[src/cpu_mem_pkg.sv]
package cpu_mem_pkg;

    // Datapath width, also the byte address width
    localparam int XLEN = 32;

    // Destination register field, 32 architectural registers
    localparam int REG_ADDR_W = 5;

    // Start of the memory-mapped peripheral window
    // Any byte address at or above this goes to the peripheral block
    localparam logic [XLEN-1:0] PERIPH_BASE = 32'hFFFF_0000;

    // Output registers in the peripheral block
    localparam int NUM_PERIPH = 2;

    // Memory opcode carried down the pipe from execute
    typedef enum logic [1:0] {
        MEM_NONE  = 2'b00,     // ALU op or bubble
        MEM_LOAD  = 2'b01,     // Word load
        MEM_STORE = 2'b10      // Word store
    } mem_op_e;

    // Byte offset bits below the word index
    localparam int WORD_OFFS_W = 2;

    // Address bit picking the peripheral register
    localparam int PERIPH_SEL_BIT = 2;

endpackage

[src/mem_stage.sv]
`timescale 1ns/100ps

module mem_stage #(
    parameter int RAM_WORDS = 1024                                  // RAM depth in words
) (
    input  logic                                clk,
    input  logic                                rst,
    input  cpu_mem_pkg::mem_op_e                ex_op,              // From execute
    input  logic [cpu_mem_pkg::XLEN-1:0]        ex_alu_result,      // Also byte address
    input  logic [cpu_mem_pkg::XLEN-1:0]        ex_store_data,
    input  logic                                ex_reg_write,
    input  logic [cpu_mem_pkg::REG_ADDR_W-1:0]  ex_rd,
    input  logic                                ex_mem_to_reg,
    input  logic [cpu_mem_pkg::XLEN-1:0]        ram_rdata,          // RAM read port
    input  logic [cpu_mem_pkg::XLEN-1:0]        periph_rdata,       // Peripheral readback
    output logic [$clog2(RAM_WORDS)-1:0]        ram_addr,           // Word index
    output logic [cpu_mem_pkg::XLEN-1:0]        ram_wdata,
    output logic                                ram_we,
    output logic                                periph_we,
    output logic                                periph_sel,
    output logic [cpu_mem_pkg::XLEN-1:0]        periph_wdata,
    output cpu_mem_pkg::mem_op_e                mem_op,             // To writeback
    output logic [cpu_mem_pkg::XLEN-1:0]        mem_alu_result,
    output logic [cpu_mem_pkg::XLEN-1:0]        mem_rdata,
    output logic                                mem_reg_write,
    output logic [cpu_mem_pkg::REG_ADDR_W-1:0]  mem_rd,
    output logic                                mem_mem_to_reg
);
    import cpu_mem_pkg::*;

    localparam int IDX_W = $clog2(RAM_WORDS);                       // RAM index width

    logic [XLEN-1:0] store_data_q;                                  // Registered store data
    logic            in_window;                                     // Peripheral space hit

    // EX/MEM stage register
    always_ff @(posedge clk or posedge rst)
    begin
        if (rst)
        begin
            mem_op         <= MEM_NONE;                             // Bubble after reset
            mem_alu_result <= '0;
            store_data_q   <= '0;
            mem_reg_write  <= 1'b0;
            mem_rd         <= '0;
            mem_mem_to_reg <= 1'b0;
        end
        else
        begin
            mem_op         <= ex_op;
            mem_alu_result <= ex_alu_result;
            store_data_q   <= ex_store_data;
            mem_reg_write  <= ex_reg_write;
            mem_rd         <= ex_rd;
            mem_mem_to_reg <= ex_mem_to_reg;
        end
    end

    // Address decode, top of map is peripherals
    assign in_window = (mem_alu_result >= PERIPH_BASE);

    // RAM side, index wraps modulo depth
    assign ram_addr  = mem_alu_result[WORD_OFFS_W +: IDX_W];
    assign ram_wdata = store_data_q;
    assign ram_we    = (mem_op == MEM_STORE) && !in_window;         // Stores only

    // Peripheral side
    assign periph_sel   = mem_alu_result[PERIPH_SEL_BIT];           // Reg 0 or 1
    assign periph_wdata = store_data_q;
    assign periph_we    = (mem_op == MEM_STORE) && in_window;

    // Load data steering
    assign mem_rdata = in_window ? periph_rdata : ram_rdata;

endmodule

[config.mk]
export PLATFORM = sky130hd
export DESIGN_NAME = mem_stage
export DESIGN_NICKNAME = d
export VERILOG_FILES = /design/src/cpu_mem_pkg.sv /design/src/mem_stage.sv
export SDC_FILE = /design/constraint.sdc
export NUM_CORES = 1
export LEC_CHECK = 0
export ABC_AREA = 1
export BUFFER_PORTS_ARGS = -buffer_cell sky130_fd_sc_hd__buf_2
export CAP_MARGIN = 20
export CORE_AREA = 8 8 105 107
export DETAILED_ROUTE_END_ITERATION = 6
export DIE_AREA = 0 0 113 115
export PLACE_DENSITY = 0.71
export SYNTH_ARGS = -nofsm -noshare
export SYNTH_HDL_FRONTEND = slang
export SYNTH_SLANG_ARGS = --single-unit
[constraint.sdc]
create_clock -name clk -period 6 [get_ports clk]
set_clock_uncertainty 0.15 [all_clocks]
set_input_delay 0.3 -clock clk [delete_from_list [all_inputs] [get_ports clk]]
set_output_delay 0.3 -clock clk [all_outputs]
set_load 0.005 [all_outputs]
==> impl_results.md <==
- IO Port Bufs: ~290
- Pre-CTS setup slack: 3690 ps
- Sequential area share after synthesis: 66.2%
- Gr usage total: ~17%
- Clk root buf: clkbuf_8
- Gp weighted congestion: around 0.92
- Remaining DRCs: 0
- Core ar.: 0.00946 mm²
- VDD IR-drop max: ~0.23 mV
- Worst Hold Class: in2async
- # fillers: roughly 820
- Max Buffers Root-to-Sink: 2
- Cell row count: 36
- Post-CTS Setup Bufs: 0
- CTS tree: built
- Total die area: 0.0130 mm²
- Top Ports: slightly below 300
- Synthesized Nets: 380
- Required time of the critical path: roughly 5600 ps
- Die Height: approximately 120 µm
- Post-synthesis cell type count: 17
- # diodes: 0
- Area delta synth->final: 78.8%
- Vias in the first global route: 3286
- TritonRoute pass-1 iters: 5
- WS Path Type: reg2out
- Setup crit end kind: output port
- Critical Path AT: approximately 2200 ps
- Clock transition at path regs: ~70 ps
- Final period util: ~43%
- Status: completed
- Via density: roughly 4.2
- Placed inst area: 0.00395 mm²
- Final setup viols: 0
- H-Tree Depth: 3
- DP Wirelength: roughly 8700 µm
- Post-synthesis compound-gate area fraction: approximately 5.8%
- Clk sinks: between 70 and 80
- Commonest non-fill, non-tap cell in the layout: buf_2
- Num CTS Buffers: 9
- Simple-gate share of the synthesized area: between 10% and 20%
- First-pass GRT wire length: 17700 µm
- Synth Cell Area: approximately 0.0028 mm²
- Peak Freq: roughly 380 MHz
- Overall via count from detail_route: between 2000 and 3000
- Final ANT Viol Nets: 0
- Max Cap Viol: 0
- Final-report hold violation count: 0
- Initial antenna violation count: 0
- Post-synthesis adder-cell area fraction: 0%
- Post-synthesis mux area share: 0%
- Average size of a mapped cell: about 11 µm²
- Die Width: approximately 110 µm
- Final nets: 702
- Max-slew violations: 0
- Cells after Synth: 241
- Tot Pwr: around 1.1 mW
- Leakage power: about 2.7 nW
- Ys Warns: 0
- Placed insts: 592
- Total negative slack: 0 ps
- Register area: 0.00183 mm²
- PD cells: between 200 and 250 mW/mm²
- Startpoint Class: flop
- Pin count of the biggest net entering global routing: 47
- Max_slew headroom: around 61%
- Final cell count without fillers: roughly 700
- Initial DRC Count: between 100 and 150
- Finished layout cell area: 0.00493 mm²
- Share of layout cells above drive strength 1: ~56%
- Multi-input gate area: around 530 µm²
- Avg WL per Cell: 17.3 µm
- Most frequent cells in the layout: 288 x buf_2, 74 x dlygate4sd3_1, 73 x dfrtp_1, 64 x nand2_1, 26 x o21ai_0
- Final WL: approximately 12000 µm
- Cts hold-fix bufs: 74
- Yosys reg bits: 73
- Remaining Overflow, GRT: 0
- Final worst slack: ~3400 ps
- Post_cts resized: 0
- RSZ-0062 raised after global routing: false
- Synth Area in XOR/XNOR: 0%
- Starting density of the core: slightly below 30%
- Largest family of logic cells by synthesized area: buffers and inverters
- Critical Path Fanout Max: 34
- Least-Margin Pin Slew: about 590 ps
- Min Tclk post-route: approximately 2600 ps
[stage by stage]
step / utilization, % / hold WS [ps]
4_1_cts: 52.1 / 415
3_5_place_dp: 41.8 / 259
5_1_grt: 52.1 / 425
2_1_floorplan: - / 181
6_report: 52.1 / 417
3_3_place_gp: 41.8 / 244
[routing by layer]
metal	global-route usage, %	up-vias	wire (µm)
met4	4.53	0	144
met5	0	-	0
met2	32.1	189	6100
li1	-	1354	-
met1	16.3	1330	3900
met3	9.98	12	1630
[synthesized netlist by cell type (all sizes together)]
master / instances / area [µm²]
buf: 48 / 375
clkbuf: 4 / 20.0
dfrtp: 73 / 1830
inv: 2 / 7.51
nand2: 75 / 314
nor2: 6 / 48.8
nor3: 1 / 5.00
o21ai: 32 / 160
[worst paths after layout]
| path | startpoint | endpoint | slack, ps |
|---|---|---|---|
| worst max-delay path | mem_alu_result[19] | mem_rdata[2] | 3390 |
| min in group clk | ex_mem_to_reg | mem_mem_to_reg | 440 |
| worst min-delay path | rst | mem_alu_result[26] | 420 |
| max in group asynchronous | rst | mem_alu_result[0] | 4280 |
[logic make-up after synthesis]
kind of cell    count (synthesis)
simple gates                   82
flops                          73
buf+inv                        54
compound gates                 32
[where the power goes]
part / switching (mW) / total [mW] / internal, mW
Sequential: 0.0128 / 0.529 / 0.517
Combinational: 0.0702 / 0.171 / 0.101
Clock: 0.187 / 0.447 / 0.260
[final cells by class]
cell class / count / area share (%)
clock buffers: 11 / 3.07
clock inverters: 5 / 1.73
flip-flops and latches: 73 / 37.0
inverters: 2 / 0.152
multi-input cells: 114 / 10.7
well taps: 114 / 2.89
repair buffers: 363 / 44.4
[critical path, stage by stage, from the launching register on]
cell and delay [ps]:
dfrtp_1 350, nand2_1 60, nor2_1 170, nand2_2 370, nor2_8 530, nand2_1 100
nand2_1 110, buf_2 120
Note: power is estimated with default switching activity, not from simulation.
