### config.mk
export PLATFORM = sky130hd
export DESIGN_NAME = writeback_stage
export DESIGN_NICKNAME = d
export VERILOG_FILES = /design/src/cpu_mem_pkg.sv /design/src/writeback_stage.sv
export SDC_FILE = /design/constraint.sdc
export NUM_CORES = 1
export LEC_CHECK = 0
export ABC_AREA = 1
export BUFFER_PORTS_ARGS = -buffer_cell sky130_fd_sc_hd__buf_2
export CAP_MARGIN = 20
export CORE_MARGIN = 10
export CORE_UTILIZATION = 39
export DETAILED_ROUTE_END_ITERATION = 7
export MAX_ROUTING_LAYER = met4
export PLACE_DENSITY = 0.79
export SETUP_SLACK_MARGIN = 0.5
export SYNTH_ARGS = -nofsm -noshare
export SYNTH_HDL_FRONTEND = slang
export SYNTH_SLANG_ARGS = --single-unit
### constraint.sdc
create_clock -name clk -period 1.21 [get_ports clk]
set_input_delay 0.0605 -clock clk [delete_from_list [all_inputs] [get_ports clk]]
set_output_delay 0.0605 -clock clk [all_outputs]
set_load 0.02 [all_outputs]
### src/cpu_mem_pkg.sv
package cpu_mem_pkg;

    // Datapath width, also the byte address width
    localparam int XLEN = 32;

    // Destination register field, 32 architectural registers
    localparam int REG_ADDR_W = 5;

    // Start of the memory-mapped peripheral window
    // Any byte address at or above this goes to the peripheral block
    localparam logic [XLEN-1:0] PERIPH_BASE = 32'hFFFF_0000;

    // Output registers in the peripheral block
    localparam int NUM_PERIPH = 2;

    // Memory opcode carried down the pipe from execute
    typedef enum logic [1:0] {
        MEM_NONE  = 2'b00,     // ALU op or bubble
        MEM_LOAD  = 2'b01,     // Word load
        MEM_STORE = 2'b10      // Word store
    } mem_op_e;

    // Byte offset bits below the word index
    localparam int WORD_OFFS_W = 2;

    // Address bit picking the peripheral register
    localparam int PERIPH_SEL_BIT = 2;

endpackage

### src/writeback_stage.sv
`timescale 1ns/100ps

module writeback_stage (
    input  logic                                clk,
    input  logic                                rst,
    input  cpu_mem_pkg::mem_op_e                mem_op,             // Opcode in mem stage
    input  logic [cpu_mem_pkg::XLEN-1:0]        mem_alu_result,
    input  logic [cpu_mem_pkg::XLEN-1:0]        mem_rdata,          // Load data, RAM or periph
    input  logic                                mem_reg_write,
    input  logic [cpu_mem_pkg::REG_ADDR_W-1:0]  mem_rd,
    input  logic                                mem_mem_to_reg,     // Pick load data
    output logic                                wb_reg_write,       // Register file write port
    output logic [cpu_mem_pkg::REG_ADDR_W-1:0]  wb_rd,
    output logic [cpu_mem_pkg::XLEN-1:0]        wb_data,
    output logic                                wb_mem_done         // Load or store retired
);
    import cpu_mem_pkg::*;

    logic [XLEN-1:0] result;                                        // Selected writeback value
    logic            mem_access;                                    // Load or store in flight

    // Result mux ahead of the MEM/WB register
    assign result     = mem_mem_to_reg ? mem_rdata : mem_alu_result;
    assign mem_access = (mem_op == MEM_LOAD) || (mem_op == MEM_STORE);

    // MEM/WB register
    always_ff @(posedge clk or posedge rst)
    begin
        if (rst)
        begin
            wb_reg_write <= 1'b0;
            wb_rd        <= '0;
            wb_data      <= '0;
            wb_mem_done  <= 1'b0;
        end
        else
        begin
            wb_reg_write <= mem_reg_write;
            wb_rd        <= mem_rd;
            wb_data      <= result;
            wb_mem_done  <= mem_access;                             // Pulse per memory op
        end
    end

endmodule

==> reports/qor_table.md, run 1 <==
| Metric | This run | Unit |
|:---|:---|:---|
| CP arrival | 0.86 | ns |
| CP Capture Type | output pin | - |
| TritonCTS clock tree | built | - |
| Number of distinct library cell variants in the gate-level netlist after synthesis | 8 | - |
| Cell with the largest stage delay on the worst path | sky130_fd_sc_hd__dfrtp_1 | - |
| Final cell count without fillers | 388 | - |
| Post-Route WL | 7.12 | mm |
| Rows | 22 | - |
| Critical path start-end classification | flop to output pin | - |
| Critical path launch point type | flop | - |
| Count of buffer and inverter cells on the critical path | 1 | - |
| Biggest cell delay along the critical path | 0.42 | ns |
| Chip Height | 81.8 | microns |
| Number of remaining DRC errors | 0 | - |
| Port-buffer cells | 113 | - |
| FFs w/ async S/R, synth | 1.00 | - |
| Synth top area share | 0.655 | - |
| Setup tns final | 0 | ns |
| Leakage power summed over all cells | 0.00167 | uW |
| Worst hold slack | -0.226 | ns |
| Cell count after synthesis | 149 | - |
| Total setup violations reported at the end of the flow | 0 | - |
| Crit path from | wb_data[15] | - |
| Final Wtd Congestion | 0.809 | - |
| Average size of a mapped cell | 10.0 | sq um |
| H-tree depth | 2 | - |
| Die Wd | 81.8 | microns |
| Post-CTS Repair Setup Buffers | 0 | - |
| Peak VDD IR | 685 | uV |
| Vias in the first global route | 1958 | - |
| Shortest clock period the worst path allows after layout | 0.920 | ns |
| Fin worst setup slack | 0.290 | ns |
| Number of clock buffers inserted by TritonCTS | 5 | - |
| Violations in the final reports | hold timing | - |
| Area growth, synth to finish | 110 | % |
| Cell type with the largest total area after synthesis | sky130_fd_sc_hd__dfrtp_1 | - |
| Cell with the most instances after synthesis | sky130_fd_sc_hd__nand2_1 | - |
| Count of hold buffers inserted by post-cts repair | 72 | - |
| Transition time at the pin with the least slew margin | 0.464 | ns |
| Number of hold violations in the final report | 18 | - |
| Number of max-cap violations | 0 | - |
| YS warnings | 0 | - |
| Detailed Routing Iterations Pass 1 | 4 | - |
| Grt ovf | 0 | - |
| Sequential cell area fraction in the yosys report | 0.655 | - |
| Max Clock Freq | 1090 | MHz |
| Largest net degree at the start of global routing | 33 | - |
| Setup repair after global routing missed its margin | true | - |
| Synth Register Bits | 39 | - |
| Ordered cell list for the critical path | buf_6 | - |
| Status | finished with violations | - |
| Max Transition Viols Final | 0 | - |
| Post-route antenna net violation count | 0 | - |
| Buffer cell driving the clock tree root | sky130_fd_sc_hd__clkbuf_8 | - |
| Global-route total usage across every layer | 0.202 | - |
| Total clock sinks | 39 | - |
| Hold/Removal Path Class | input pin to async pin | - |
| HPWL Detailed | 3.56 | mm |
| Global-route wire length before repair | 9.75 | mm |
| Top Family by Delay on Critical Path | flip-flops | - |
| Slew HR | 0.690 | - |
| Initial standard-cell utilization of the core | 0.404 | - |
| Post-synth design cell area | 1490 | sq um |
| Fraction of layout instances using a drive strength above 1 | 0.401 | - |
| Via-to-Cell Ratio | 4.51 | - |
| Number of placed I/O pins | 114 | - |
| Critical-path maximum fanout | 1 | - |
| Number of nets at the end of the flow | 411 | - |
| Count of flip-flops with a built-in enable after synthesis | 0 | - |
| Most instantiated cells after synthesis | 89 x sky130_fd_sc_hd__nand2_1, 39 x sky130_fd_sc_hd__dfrtp_1, 10 x sky130_fd_sc_hd__nand2_2 | - |
| Post-placement worst setup slack | 0.390 | ns |
| Maximum root-to-sink buffer count | 2 | - |
| Vias | 1749 | - |
| Drt first-iter violations | 99 | - |
| Clock-pin slew on the worst setup and hold paths | 0.08 | ns |
| Share of the clock period used by the worst path after layout | 0.761 | - |
| Wire length per cell after detailed routing | 18.3 | microns |
| Largest cells by area after synthesis | sky130_fd_sc_hd__dfrtp_1 65%, sky130_fd_sc_hd__nand2_1 22%, sky130_fd_sc_hd__nand2_2 4.2% | - |
| Placed Instances | 305 | - |
| Synth Net Count | 224 | - |
| Predominant post-synthesis flop cell | sky130_fd_sc_hd__dfrtp_1 | - |
| CORE AREA | 3690 | sq um |
| Antenna violations before repair | 2 | - |
| Full die area | 6690 | sq um |
| Power per cell area | 1020 | nW/um^2 |
| Worst path required time | 1.15 | ns |
[power breakdown]
group	internal (uW)	switching (uW)	leakage, uW
Sequential	1400	50.2	0.000465
Clock	405	465	0.0000422
Combinational	469	387	0.00117
Total	2270	903	0.00167
[per-stage QoR]
stage	util	cell area (sq um)	hold slack (ns)	power, uW
4_1_cts	0.843	3110	-0.215	3110
6_report	0.847	3130	-0.226	3170
2_1_floorplan	-	1490	0.0330	1730
3_3_place_gp	0.560	2060	0.0900	1960
3_5_place_dp	0.560	2060	0.0981	1970
5_1_grt	0.847	3120	-0.196	3260
[timing repair]
item / CTS / global route
endpoints found under the hold margin: 57 / 18
setup endpoints to repair: 39 / 42
resized for setup: 78 / 3
pin swaps: 0 / 0
[state kept, by name, summed over array words and instances (netlist names)]
register      count
wb_rd             5
wb_data          32
wb_mem_done       1
wb_reg_write      1
[kinds of logic after synthesis]
| family | synth area share |
|---|---|
| buf+inv | 0.0789 |
| flops | 0.655 |
| simple gates | 0.266 |
[cells in the final DEF, fill, tap and decap left out]
cell / count
sky130_fd_sc_hd__inv_1: 2
sky130_fd_sc_hd__buf_2: 74
sky130_fd_sc_hd__inv_8: 1
sky130_fd_sc_hd__buf_6: 39
sky130_fd_sc_hd__nand2_1: 87
sky130_fd_sc_hd__clkbuf_8: 5
sky130_fd_sc_hd__dfrtp_1: 39
sky130_fd_sc_hd__clkinv_2: 1
sky130_fd_sc_hd__dlygate4sd3_1: 71
sky130_fd_sc_hd__nand2_2: 12
sky130_fd_sc_hd__buf_12: 2
sky130_fd_sc_hd__diode_2: 3
sky130_fd_sc_hd__clkbuf_1: 2
sky130_fd_sc_hd__clkinvlp_4: 1
sky130_fd_sc_hd__dlymetal6s4s_1: 1
[layer usage]
metal | GRT usage | vias up | part of all wire
met5 | - | - | 0
met4 | 0.126 | 0 | 0.035
met3 | 0.0568 | 21 | 0.092
met2 | 0.363 | 115 | 0.52
met1 | 0.185 | 800 | 0.35
li1 | - | 813 | -
[worst paths after layout]
kind | to | slack (ns) | cells after the start
min in group clk | wb_data[25] | 0.18 | 3
min | wb_data[14] | -0.23 | 2
max in group asynchronous | wb_data[3] | 0.99 | 3
max | wb_data[15] | 0.29 | 1
[final cells by class]
type / instances / area [sq um]
Timing Repair Buffer: 187 / 1570
Tap cell: 48 / 60.1
Multi-Input combinational cell: 99 / 402
Clock buffer: 7 / 76.3
Sequential cell: 39 / 976
Fill cell: 214 / 563
Antenna cell: 3 / 7.51
Inverter: 4 / 26.3
Clock inverter: 1 / 5.00
Note: power is estimated with default switching activity, not from simulation.
==> run 2: changes to the inputs <==
clock period = 0.9 ns   (was 1.21 ns; I/O delays follow)
==> reports/qor_table.md, run 2 (synthesis results as in run 1) <==
| Metric | This run | Unit | Delta |
|:---|:---|:---|:---|
| Status | finished with violations | - |  |
| Violations in the final reports | hold timing | - |  |
| Rows | 22 | - | unchanged |
| CP arrival | 0.81 | ns | -0.05 ns |
| Max Clock Freq | 1170 | MHz |  |
| Flip-flop count of the largest register after layout | 32 | - | unchanged |
| Number of clock buffers inserted by TritonCTS | 5 | - | unchanged |
| Post-Route WL | 4.53 | mm | -36% |
| Transition time at the pin with the least slew margin | 0.207 | ns | -0.257 ns |
| Critical-path maximum fanout | 1 | - | unchanged |
| Critical path launch point type | flop | - |  |
| Regs by FF count | wb_data (32), wb_rd (5) | - |  |
| Biggest cell delay along the critical path | 0.39 | ns | -0.03 ns |
| Vias in the first global route | 1377 | - | -30% |
| Leakage power summed over all cells | 0.00139 | uW | -17% |
| Area growth, synth to finish | 64.1 | % |  |
| Number of placed I/O pins | 114 | - | unchanged |
| Post-CTS Repair Setup Buffers | 0 | - | unchanged |
| Most frequent standard cell in the layout excluding fill and tap cells | sky130_fd_sc_hd__nand2_1 | - |  |
| Max Transition Viols Final | 0 | - | unchanged |
| Post-route antenna net violation count | 0 | - | unchanged |
| Cell Int Power | 3200 | uW | +41% |
| CORE AREA | 3690 | sq um | unchanged |
| Count of buffer and inverter cells on the critical path | 1 | - | unchanged |
| Register cell area after layout | 976 | sq um | unchanged |
| TritonCTS clock tree | built | - |  |
| Portion of total power attributed to the clock network | 0.344 | - | +0.070 |
| Footprint of the multi-input gates | 397 | sq um | -1.2% |
| Setup repair after global routing missed its margin | true | - |  |
| Number of remaining DRC errors | 0 | - | unchanged |
| Antenna Cells | 0 | - | -3 |
| Vias | 1347 | - | -23% |
| Number of max-cap violations | 0 | - | unchanged |
| Share of total power in combinational logic | 0.201 | - | -0.069 |
| Grt ovf | 0 | - | unchanged |
| Wire length per cell after detailed routing | 14.4 | microns | -21% |
| Clock-pin slew on the worst setup and hold paths | 0.07 | ns | about the same |
| Number of hold violations in the final report | 78 | - | +60 |
| Worst path required time | 0.85 | ns | -0.30 ns |
| Die Wd | 81.8 | microns | unchanged |
| Port-buffer cells | 113 | - | unchanged |
| H-tree depth | 2 | - | unchanged |
| Detailed Routing Iterations Pass 1 | 4 | - | unchanged |
| Power per cell area | 1740 | nW/um^2 | +72% |
| Most flop-heavy register | wb_data | - |  |
| Number of nets at the end of the flow | 340 | - | -17% |
| Initial standard-cell utilization of the core | 0.404 | - | unchanged |
| Setup tns final | 0 | ns | unchanged |
| HPWL Detailed | 3.53 | mm | -1.0% |
| Share of the clock period used by the worst path after layout | 0.951 | - |  |
| Switching Power | 1060 | uW | +17% |
| Total setup violations reported at the end of the flow | 0 | - | unchanged |
| Antenna violations before repair | 0 | - | -2 |
| Critical path start-end classification | flop to output pin | - |  |
| Fin worst setup slack | 0.0444 | ns | -0.245 ns |
| Drt first-iter violations | 37 | - | -63% |
| Global-route total usage across every layer | 0.130 | - | -0.0729 |
| Global-route wire length before repair | 6.44 | mm | -34% |
| Full die area | 6690 | sq um | unchanged |
| Maximum root-to-sink buffer count | 2 | - | unchanged |
| Switching share of total power | 0.248 | - | -0.0362 |
| Peak VDD IR | 1180 | uV | +72% |
| Buffer cell driving the clock tree root | sky130_fd_sc_hd__clkbuf_8 | - |  |
| Highest-count cells in the layout ignoring fill and taps | 89 x sky130_fd_sc_hd__nand2_1, 73 x sky130_fd_sc_hd__buf_2, 40 x sky130_fd_sc_hd__buf_6 | - |  |
| Count of filler cells inserted in the layout | 287 | - | +34% |
| Total clock sinks | 39 | - | unchanged |
| Slew HR | 0.862 | - | +0.172 |
| Ordered cell list for the critical path | buf_6 | - |  |
| Fraction of layout instances using a drive strength above 1 | 0.511 | - | +0.111 |
| Top Family by Delay on Critical Path | flip-flops | - |  |
| Sequential share of power | 0.455 | - | about the same |
| Final Wtd Congestion | 0.738 | - | -8.8% |
| Shortest clock period the worst path allows after layout | 0.856 | ns |  |
| Cell with the largest stage delay on the worst path | sky130_fd_sc_hd__dfrtp_1 | - |  |
| Chip Height | 81.8 | microns | unchanged |
| Via-to-Cell Ratio | 4.29 | - | -4.8% |
| Post-placement worst setup slack | 0.116 | ns | -0.274 ns |
| Hold/Removal Path Class | input pin to async pin | - |  |
| Largest net degree at the start of global routing | 40 | - | +21% |
| Worst hold slack | -0.197 | ns | +0.0285 ns |
| CP Capture Type | output pin | - |  |
[run 2: changes by cell type in the layout (fill, tap and decap cells not counted), moves of 2 or more]
cell	change
sky130_fd_sc_hd__nand2_2	-2
sky130_fd_sc_hd__diode_2	-3
sky130_fd_sc_hd__nand2_1	+2
sky130_fd_sc_hd__dlygate4sd3_1	-71
sky130_fd_sc_hd__clkbuf_1	-2
[run 2: routing by layer]
layer / part of all wire / GRT usage / routed length, microns / vias to the layer above
li1: - / - / - / 670
met5: 0 / - / 0 / -
met2: 0.53 / 0.231 / 2410 / 65
met4: 0.0090 / 0.0459 / 41 / 0
met3: 0.11 / 0.0469 / 519 / 2
met1: 0.35 / 0.126 / 1570 / 610
[run 2: worst paths after layout]
path	start	endpoint	slack [ns]	cells after the start
max in group asynchronous	rst	wb_data[23]	0.91	3
min	rst	wb_data[18]	-0.20	3
min in group clk	mem_rd[2]	wb_rd[2]	-0.13	1
max	wb_rd[4]	wb_rd[4]	0.04	1
[run 2: what timing repair did]
action | 4_1_cts | 5_1_grt
gates resized for setup | 79 | 2
endpoints found under the hold margin | 78 | 78
gates cloned | 0 | 1
endpoints found under the setup margin | 71 | 40
[run 2: area by class of cell]
cell class | instances | share of cell area
Clock buffer | 6 | 0.0338
Clock inverter | 2 | 0.0143
Inverter | 4 | 0.0128
Multi-Input combinational cell | 99 | 0.162
Sequential cell | 39 | 0.399
Tap cell | 48 | 0.0246
Timing Repair Buffer | 115 | 0.350
Timing Repair inverter | 1 | 0.00358
[run 2: power groups by stage]
stage                     combinational [uW]  sequential [uW]  clock (uW)
final                                    858             1940        1470
after global routing                     928             1950        1570
after CTS                                863             1940        1500
after detailed placement                 711             1940           0
after global placement                   695             1930           0
after floorplan                          216             2110           0
[run 2: per-stage QoR]
step	total power, uW	hold WS [ns]	utilization	cell area, sq um	cells
after floorplan	2330	0.0175	-	1500	149
after global placement	2630	0.103	0.560	2060	305
after detailed placement	2650	0.110	0.560	2060	305
after CTS	4300	-0.196	0.658	2430	313
after global routing	4450	-0.184	0.663	2450	314
final	4260	-0.197	0.663	2450	314
