File: src/cpu_mem_pkg.sv
package cpu_mem_pkg;

    // Datapath width, also the byte address width
    localparam int XLEN = 32;

    // Destination register field, 32 architectural registers
    localparam int REG_ADDR_W = 5;

    // Start of the memory-mapped peripheral window
    // Any byte address at or above this goes to the peripheral block
    localparam logic [XLEN-1:0] PERIPH_BASE = 32'hFFFF_0000;

    // Output registers in the peripheral block
    localparam int NUM_PERIPH = 2;

    // Memory opcode carried down the pipe from execute
    typedef enum logic [1:0] {
        MEM_NONE  = 2'b00,     // ALU op or bubble
        MEM_LOAD  = 2'b01,     // Word load
        MEM_STORE = 2'b10      // Word store
    } mem_op_e;

    // Byte offset bits below the word index
    localparam int WORD_OFFS_W = 2;

    // Address bit picking the peripheral register
    localparam int PERIPH_SEL_BIT = 2;

endpackage

File: src/periph_regs.sv
`timescale 1ns/100ps

module periph_regs (
    input  logic                            clk,
    input  logic                            rst,
    input  logic                            we,                     // Store into window
    input  logic                            sel,                    // Address bit 2
    input  logic [cpu_mem_pkg::XLEN-1:0]    wdata,
    output logic [cpu_mem_pkg::XLEN-1:0]    rdata,                  // Readback of selected reg
    output logic [cpu_mem_pkg::XLEN-1:0]    periph_out0,
    output logic [cpu_mem_pkg::XLEN-1:0]    periph_out1,
    output logic                            periph_wr0,             // One-cycle write strobe
    output logic                            periph_wr1
);
    import cpu_mem_pkg::*;

    logic [XLEN-1:0]       regs [NUM_PERIPH];                       // Output registers
    logic [NUM_PERIPH-1:0] wr_q;                                    // Strobes, one per reg

    // Update on store, strobe high for the following cycle
    always_ff @(posedge clk or posedge rst)
    begin
        if (rst)
        begin
            for (int i = 0; i < NUM_PERIPH; i++)
            begin
                regs[i] <= '0;
            end
            wr_q <= '0;
        end
        else
        begin
            wr_q <= '0;                                             // Default no strobe
            if (we)
            begin
                regs[sel] <= wdata;
                wr_q[sel] <= 1'b1;
            end
        end
    end

    // Readback so software sees what it wrote
    assign rdata = regs[sel];

    assign periph_out0 = regs[0];
    assign periph_out1 = regs[1];
    assign periph_wr0  = wr_q[0];
    assign periph_wr1  = wr_q[1];

endmodule

File: config.mk
export PLATFORM = sky130hd
export DESIGN_NAME = periph_regs
export DESIGN_NICKNAME = d
export VERILOG_FILES = /design/src/cpu_mem_pkg.sv /design/src/periph_regs.sv
export SDC_FILE = /design/constraint.sdc
export NUM_CORES = 1
export LEC_CHECK = 0
export BUFFER_PORTS_ARGS = -buffer_cell sky130_fd_sc_hd__buf_2
export CAP_MARGIN = 20
export CORE_MARGIN = 4
export CORE_UTILIZATION = 31
export CTS_CLUSTER_DIAMETER = 100
export CTS_CLUSTER_SIZE = 25
export DETAILED_ROUTE_END_ITERATION = 12
export PLACE_DENSITY = 0.67
export SLEW_MARGIN = 15
export SYNTH_ARGS = -nofsm -noshare
export SYNTH_HDL_FRONTEND = slang
export SYNTH_SLANG_ARGS = --single-unit
File: constraint.sdc
create_clock -name clk -period 5.31 [get_ports clk]
set_input_delay 0.2655 -clock clk [delete_from_list [all_inputs] [get_ports clk]]
set_output_delay 0.2655 -clock clk [all_outputs]
set_load 0.1 [all_outputs]
==> flow_metrics.tcl, run 1 <==
set metrics [dict create \
    outcome "complete, no violations" \
    finalSetupTns_ns 0 \
    critPathLaunchType "input port" \
    r2r_slack_ns 4.52 \
    skew_ns 0 \
    drt_iter0_markers 66 \
    grt_overflow_total 0 \
    cts.reportedPaths.clkPinSlew_ns 0.07 \
    setup_violations 0 \
    detail-route-antenna-nets 0 \
    wl_um 6500 \
    power_density_mw_per_mm2 577 \
    syn-num-nets 213 \
    netlist_top_cells_count "67 x mux2_2, 66 x dfrtp_1, 29 x mux2_4" \
    synthDistinctLibCells 10 \
    drive_above_1_share 0.782 \
    reg2reg_from "periph_out0[16]" \
    root_buffer "clkbuf_8" \
    rr_worst_depth 1 \
    endpoint_kind "flip-flop" \
    track_usage 0.115 \
    synth.most_common_cell "mux2_2" \
    dpl.hpwl_um 4580 \
    core_mm2 0.00933 \
    rsz0062_at_grt "no" \
    power_leakage_uw 0.00193 \
    n_fill_cell 894 \
    setup_ws_ns 3.38 \
    cp.required_ns 5.52 \
    synth.largest_area_cell "dfrtp_1" \
    clock_sinks 66 \
    syn_to_final_growth_pct 31.4 \
    fin_crit_sh 0.363 \
    synth_area_mm2 0.00299 \
    drc 0 \
    final_nets 348 \
    grt_max_degree 67 \
    via_count 1957 \
    post_cts_resized 0 \
    clock_path_buffers 2 \
    ir_worst_vdd_uv 223 \
    worst_pin_slew_ns 0.864 \
    path_class "in2reg" \
    synth_area_leaders "dfrtp_1 55%, mux2_2 25%, mux2_4 15%, buf_12 2.0%, buf_6 1.5%" \
    max_cap_violations 0 \
    ys_ff_latch 66 \
    seq_area_frac_synth 0.552 \
    vias_per_cell 4.39 \
    rows 35 \
    cts_buffers 9 \
    postCtsHoldBufs 0 \
    num_antenna_cells 0 \
    synth_edf_count 0 \
    worstPathMaxFanout 34 \
    die_h_um 106 \
    synth.top_cell.area_share 0.552 \
    post_cts_buffers 0 \
    insertion_delay_ns 0.32 \
    cts_tree "yes" \
    syn_area_per_cell_um2 16.9 \
    synthFlopType "dfrtp_1" \
    yosysWarningCount 0 \
    die_width_um 106 \
    grt_antenna_before_repair 0 \
    hold_path.class "in2async" \
    grt_pass1_wl_um 10400 \
    die_area_mm2 0.0113 \
    fin_crit_ns 1.93 \
    netlist_instances 177 \
    fmax_mhz 518 \
    wl_per_cell_um 14.6 \
    cts_max_level 3 \
    ios 134 \
    cp_data_arrival_time_ns 2.14 \
    first_pass_iters 3 \
    pre_cts_slack_ns 2.95 \
    r2r_end "periph_out0[16]" \
    hold_violations 0 \
    async_flop_share 1.00 \
    portBuffers 133 \
    slew_viol_final 0 \
    place_congestion 0.664 \
    grt_pass1_vias 2026 \
    slew_headroom 0.424 \
    start_util 0.321 \
]
[sequential cells by signal, indices dropped and copies added, names as in the netlist]
name and cells:
periph_out1 32, periph_out0 32, wr_q 2
[critical path, stage by stage]
cell and delay, ns:
buf_2 0.65, nand2_2 0.69, mux2_2 0.49
[final cells by class]
type                       count  area, um2  share of cell area
clock buffer                  12        145              0.0369
clock inverter                 4       75.1              0.0191
inverter                       2       7.51             0.00191
multi-input combinational     98       1210               0.308
sequential                    66       1650               0.420
tap                          129        161              0.0411
timing repair buffer         135        681               0.173
[kinds of logic after synthesis]
logic type             synth area share
DFF                               0.552
buffers and inverters            0.0452
muxes                             0.398
and+or+nand+nor                 0.00502
[how the worst max path moves through the flow]
| stage | start | cells after the start | endpoint | slack, ns |
|---|---|---|---|---|
| 6_report | sel | 3 | periph_out1[16] | 3.38 |
| 4_1_cts | sel | 3 | periph_out1[16] | 3.33 |
| 3_3_place_gp | sel | 4 | periph_out0[30] | 3.04 |
| 2_1_floorplan | rst | 1 | periph_out0[0] | 3.39 |
| 3_5_place_dp | sel | 3 | periph_out1[16] | 2.95 |
| 5_1_grt | sel | 3 | periph_out1[0] | 3.21 |
[cells in the final DEF (no fill, tap or decap), types with 2 or more instances in the layout]
cell        instances
buf_2             133
buf_4               2
bufinv_16           2
clkbuf_1            2
clkbuf_8           10
clkinvlp_4          2
dfrtp_1            66
mux2_2             67
mux2_4             29
[stage by stage]
| stage | cells | util | area, um2 | hold WS [ns] | total power, uW |
|---|---|---|---|---|---|
| 6_report | 446 | 0.421 | 3930 | 0.178 | 2270 |
| 5_1_grt | 446 | 0.421 | 3930 | 0.157 | 2350 |
| 4_1_cts | 446 | 0.421 | 3930 | 0.151 | 2300 |
| 3_5_place_dp | 430 | 0.398 | 3710 | 0.512 | 1820 |
| 3_3_place_gp | 430 | 0.398 | 3710 | 0.509 | 1810 |
| 2_1_floorplan | 177 | - | 2990 | 0.414 | 1660 |
[where the power goes]
part | internal, uW | switching, uW
sequential | 576 | 52.4
combinational | 199 | 978
clock | 278 | 186
total | 1050 | 1220
[metal layers]
layer  share of wire  GRT usage
met3           0.078     0.0358
met5               0          0
met4           0.015     0.0481
met2            0.48      0.184
met1            0.43      0.143
No activity file was read; power rests on OpenSTA's default activity.
==> run 2, diff against run 1 <==
--- a/config.mk
+++ b/config.mk
@@ -12,7 +12,7 @@
 export CTS_CLUSTER_DIAMETER = 100
 export CTS_CLUSTER_SIZE = 25
 export DETAILED_ROUTE_END_ITERATION = 12
-export PLACE_DENSITY = 0.67
+export PLACE_DENSITY = 0.69
 export SLEW_MARGIN = 15
 export SYNTH_ARGS = -nofsm -noshare
 export SYNTH_HDL_FRONTEND = slang
==> constraint.sdc (replaced) <==
create_clock -name clk -period 1.76 [get_ports clk]
set_input_delay 0.088 -clock clk [delete_from_list [all_inputs] [get_ports clk]]
set_output_delay 0.088 -clock clk [all_outputs]
set_load 0.1 [all_outputs]
==> flow_metrics.tcl, run 2 (synthesis gave the netlist of run 1 again) <==
set metrics [dict create \
    crit_buf_inv 1 \
    grt_pass1_wl_um 12400 \
    instances_no_fill 483 \
    finalSetupTns_ns 0 \
    num_antenna_cells 0 \
    portBuffers 133 \
    vias_per_cell 4.43 \
    power_leakage_uw 0.00228 \
    utilization 0.515 \
    insertion_delay_ns 0.32 \
    clock_sinks 66 \
    power_density_mw_per_mm2 1550 \
    whs_ns 0.206 \
    setup_ws_ns 0.442 \
    ios 134 \
    detail-route-antenna-nets 0 \
    post_cts_resized 0 \
    drive_above_1_share 0.718 \
    placed_cells 434 \
    cts_buffers 9 \
    cts.reportedPaths.clkPinSlew_ns 0.07 \
    postCtsHoldBufs 33 \
    pre_cts_slack_ns 0.528 \
    grt_antenna_before_repair 0 \
    rows 35 \
    first_pass_iters 4 \
    rsz0062_at_grt "no" \
    layout_common_cells "101 x buf_2, 67 x mux2_2, 66 x dfrtp_1" \
    drt_iter0_markers 47 \
    setup_violations 0 \
    critPathLaunchType "flip-flop" \
    track_usage 0.138 \
    hold_path.class "in2reg" \
    fmax_mhz 759 \
    skew_ns 0 \
    start_util 0.321 \
    grt_max_degree 36 \
    drc 0 \
    ir_worst_vdd_uv 970 \
    syn_to_final_growth_pct 60.4 \
    grt_pass1_vias 2409 \
    clock_path_buffers 2 \
    final_nets 385 \
    die_h_um 106 \
    final_common_cell "buf_2" \
    die_width_um 106 \
    outcome "complete, no violations" \
    slew_viol_final 0 \
    slew_headroom 0.518 \
    cp.required_ns 1.67 \
    place_congestion 0.700 \
    fin_crit_sh 0.749 \
    endpoint_kind "primary output" \
    dpl.hpwl_um 5330 \
    cpLargestDelayFamily "flip-flops" \
    hold_violations 0 \
    path_class "reg2out" \
    cts_max_level 3 \
    root_buffer "clkbuf_8" \
    slowest_stage "dfrtp_1" \
    grt_overflow_total 0 \
    via_count 2139 \
    fin_crit_ns 1.32 \
    post_cts_buffers 0 \
    die_area_mm2 0.0113 \
    crit_chain "mux2_2 > buf_12" \
    max_cap_violations 0 \
    worst_pin_slew_ns 0.722 \
    wl_um 7510 \
    slowest_delay_ns 0.42 \
    cts_tree "yes" \
    core_mm2 0.00933 \
    wl_per_cell_um 15.5 \
    worstPathMaxFanout 3 \
    cp_data_arrival_time_ns 1.23 \
]
==> run 2: cell count changes in the layout (fill, tap and decap cells not counted), sizes merged <==
cell,change
clkinvlp,-1
inv,+3
clkbuf,-3
buf,+4
dlygate4sd3,+33
clkinv,+1
==> run 2: layout make-up <==
cell class / count / area [um2]
clock inverter: 7 / 98.8
sequential: 66 / 1650
inverter: 2 / 7.51
fill: 822 / 4530
multi-input combinational: 98 / 1210
timing repair buffer: 172 / 1550
tap: 129 / 161
clock buffer: 9 / 124
==> run 2: worst paths after layout <==
path | from | end | slack [ns] | cells after the start
worst max-delay path | periph_out0[16] | rdata[16] | 0.44 | 2
worst min-delay path | we | wr_q[1] | 0.21 | 4
worst max register to register | periph_out0[16] | periph_out0[16] | 0.95 | 1
worst min register to register | periph_out1[12] | periph_out1[12] | 0.53 | 1
max in group asynchronous | rst | periph_out0[26] | 0.70 | 4
min in group asynchronous | rst | periph_out1[25] | 0.43 | 3
==> run 2: through the flow <==
stage,cell area [um2],power (uW)
after detailed placement,4250,6030
final,4800,7450
after global placement,4250,5990
after floorplan,2990,5010
after global routing,4800,7710
after CTS,4800,7540
==> run 2: tightest hold or removal path, cell delays in order <==
cell	delay (ns)
buf_2	0.10
nand2_2	0.07
buf_12	0.18
inv_1	0.06
==> run 2: per-layer routing <==
metal	global-route usage	wire length (um)	vias up
met1	0.157	3050	1069
met4	0.0611	166	0
met5	0	0	-
li1	-	-	971
met3	0.0322	455	16
met2	0.245	3830	83
==> run 2: power by group <==
group	switching (uW)	internal, uW
Combinational	3050	1070
Clock	611	810
Sequential	168	1740
Total	3830	3620
==> run 3, diff against run 2 <==
--- a/config.mk
+++ b/config.mk
@@ -12,7 +12,7 @@
 export CTS_CLUSTER_DIAMETER = 100
 export CTS_CLUSTER_SIZE = 25
 export DETAILED_ROUTE_END_ITERATION = 12
-export PLACE_DENSITY = 0.69
+export PLACE_DENSITY = 0.67
 export SLEW_MARGIN = 15
 export SYNTH_ARGS = -nofsm -noshare
 export SYNTH_HDL_FRONTEND = slang
==> constraint.sdc (replaced) <==
create_clock -name clk -period 1.3 [get_ports clk]
set_input_delay 0.065 -clock clk [delete_from_list [all_inputs] [get_ports clk]]
set_output_delay 0.065 -clock clk [all_outputs]
set_load 0.1 [all_outputs]
==> flow_metrics.tcl, run 3 (synthesis gave the netlist of run 1 again) <==
set metrics [dict create \
    outcome "complete, no violations" \
    insertion_delay_ns 0.32 \
    final_common_cell "buf_2" \
    layout_common_cells "101 x buf_2, 64 x dfrtp_2, 61 x mux2_4" \
    die_h_um 106 \
    path_class "reg2out" \
    placed_cells 435 \
    instances_no_fill 491 \
    wl_um 7520 \
    ios 134 \
    slowest_stage "dfrtp_2" \
    drive_above_1_share 0.898 \
    cts_max_level 3 \
    utilization 0.539 \
    drt-met1-wl_um 3040 \
    die_width_um 106 \
    wl_per_cell_um 15.3 \
    pre_cts_slack_ns 0.173 \
    vias_per_cell 4.41 \
    cp_data_arrival_time_ns 1.22 \
    post_cts_resized 0 \
    grt_antenna_before_repair 0 \
    worstPathMaxFanout 3 \
    place_congestion 0.713 \
    grt_pass1_wl_um 12200 \
    worst_pin_slew_ns 0.499 \
    hold_violations 0 \
    n_fill_cell 798 \
    core_mm2 0.00933 \
    drc 0 \
    slew_viol_final 0 \
    grt_pass1_vias 2399 \
    max_cap_violations 0 \
    fin_crit_ns 1.28 \
    cts_tree "yes" \
    start_util 0.321 \
    setup_violations 0 \
    slew_headroom 0.670 \
    critPathLaunchType "flip-flop" \
    power_density_mw_per_mm2 1970 \
    dpl.hpwl_um 5260 \
    cts_buffers 9 \
    crit_buf_inv 1 \
    grt_overflow_total 0 \
    wl_met3_um 520 \
    rsz0062_at_grt "yes" \
    cts.reportedPaths.clkPinSlew_ns 0.06 \
    track_usage 0.136 \
    root_buffer "clkbuf_8" \
    skew_ns 0 \
    drt_iter0_markers 42 \
    fmax_mhz 781 \
    dr_wl_met2_um 3850 \
    rows 35 \
    power_leakage_uw 0.00237 \
    die_area_mm2 0.0113 \
    final_nets 394 \
    regArea_mm2 0.00173 \
    num_antenna_cells 0 \
    hold_path.class "in2reg" \
    setup_ws_ns 0.0188 \
    clock_sinks 66 \
    fin_crit_sh 0.986 \
    via_count 2163 \
    cp.required_ns 1.24 \
    endpoint_kind "primary output" \
    ir_worst_vdd_uv 1240 \
    clock_path_buffers 2 \
    grt_max_degree 36 \
    slowest_delay_ns 0.43 \
    portBuffers 133 \
    multi_input_comb_area_mm2 0.00133 \
    syn_to_final_growth_pct 68.2 \
    routed.top_layer "met4" \
    detail-route-antenna-nets 0 \
    cpLargestDelayFamily "flip-flops" \
    first_pass_iters 3 \
    crit_chain "mux2_4 > buf_12" \
]
-- run 3: cell count changes in the layout (fill, tap and decap cells not counted), moves of 3 or more --
| cell | change |
|---|---|
| inv_6 | -3 |
| buf_4 | +8 |
| mux2_2 | -32 |
| dfrtp_2 | +64 |
| dfrtp_1 | -64 |
| mux2_4 | +32 |
-- run 3: final timing paths --
check,to,cells past startpoint,slack [ns],from
worst max register to register,periph_out0[27],2,0.38,periph_out0[27]
min in group asynchronous,periph_out1[4],4,0.41,rst
worst max-delay path,rdata[14],2,0.02,periph_out0[14]
worst min-delay path,wr_q[1],4,0.20,we
worst min register to register,periph_out1[13],1,0.53,periph_out1[13]
max in group asynchronous,periph_out1[18],4,0.53,rst
-- run 3: cell type report --
class | instances | share of cell area
Tap cell | 129 | 0.0321
Inverter | 2 | 0.00224
Clock buffer | 12 | 0.0308
Sequential cell | 66 | 0.344
Timing Repair Buffer | 181 | 0.323
Clock inverter | 3 | 0.00298
Multi-Input combinational cell | 98 | 0.264
-- run 3: metrics by stage --
stage / setup TNS (ns) / total power (uW) / hold WS [ns] / instance area [um2]
6_report: 0 / 9900 / 0.199 / 5030
5_1_grt: -0.482 / 10300 / 0.206 / 5030
4_1_cts: -0.0243 / 9960 / 0.178 / 4970
3_5_place_dp: 0 / 8340 / 0.208 / 4470
3_3_place_gp: 0 / 8280 / 0.206 / 4470
2_1_floorplan: 0 / 6980 / 0.207 / 3200
-- run 3: metal layers --
layer	GRT usage	vias up
met5	0	-
met4	0.0416	0
met3	0.0516	10
met2	0.233	87
met1	0.157	1078
li1	-	988
-- run 3: timing repair --
action / CTS / global route
buffers inserted: 0 / 8
endpoints found under the hold margin: 130 / 0
hold buffers: 33 / 0
endpoints found under the setup margin: 4 / 32
-- run 3: power breakdown --
part	switching [uW]	internal [uW]	leakage (uW)
combinational	4150	1610	0.00157
clock	721	777	0.0000920
sequential	240	2410	0.000712
-- run 3: worst register-to-register path, stage by stage, from the launching register on --
cell	delay (ns)
dfrtp_2	0.42
buf_4	0.14
mux2_4	0.26
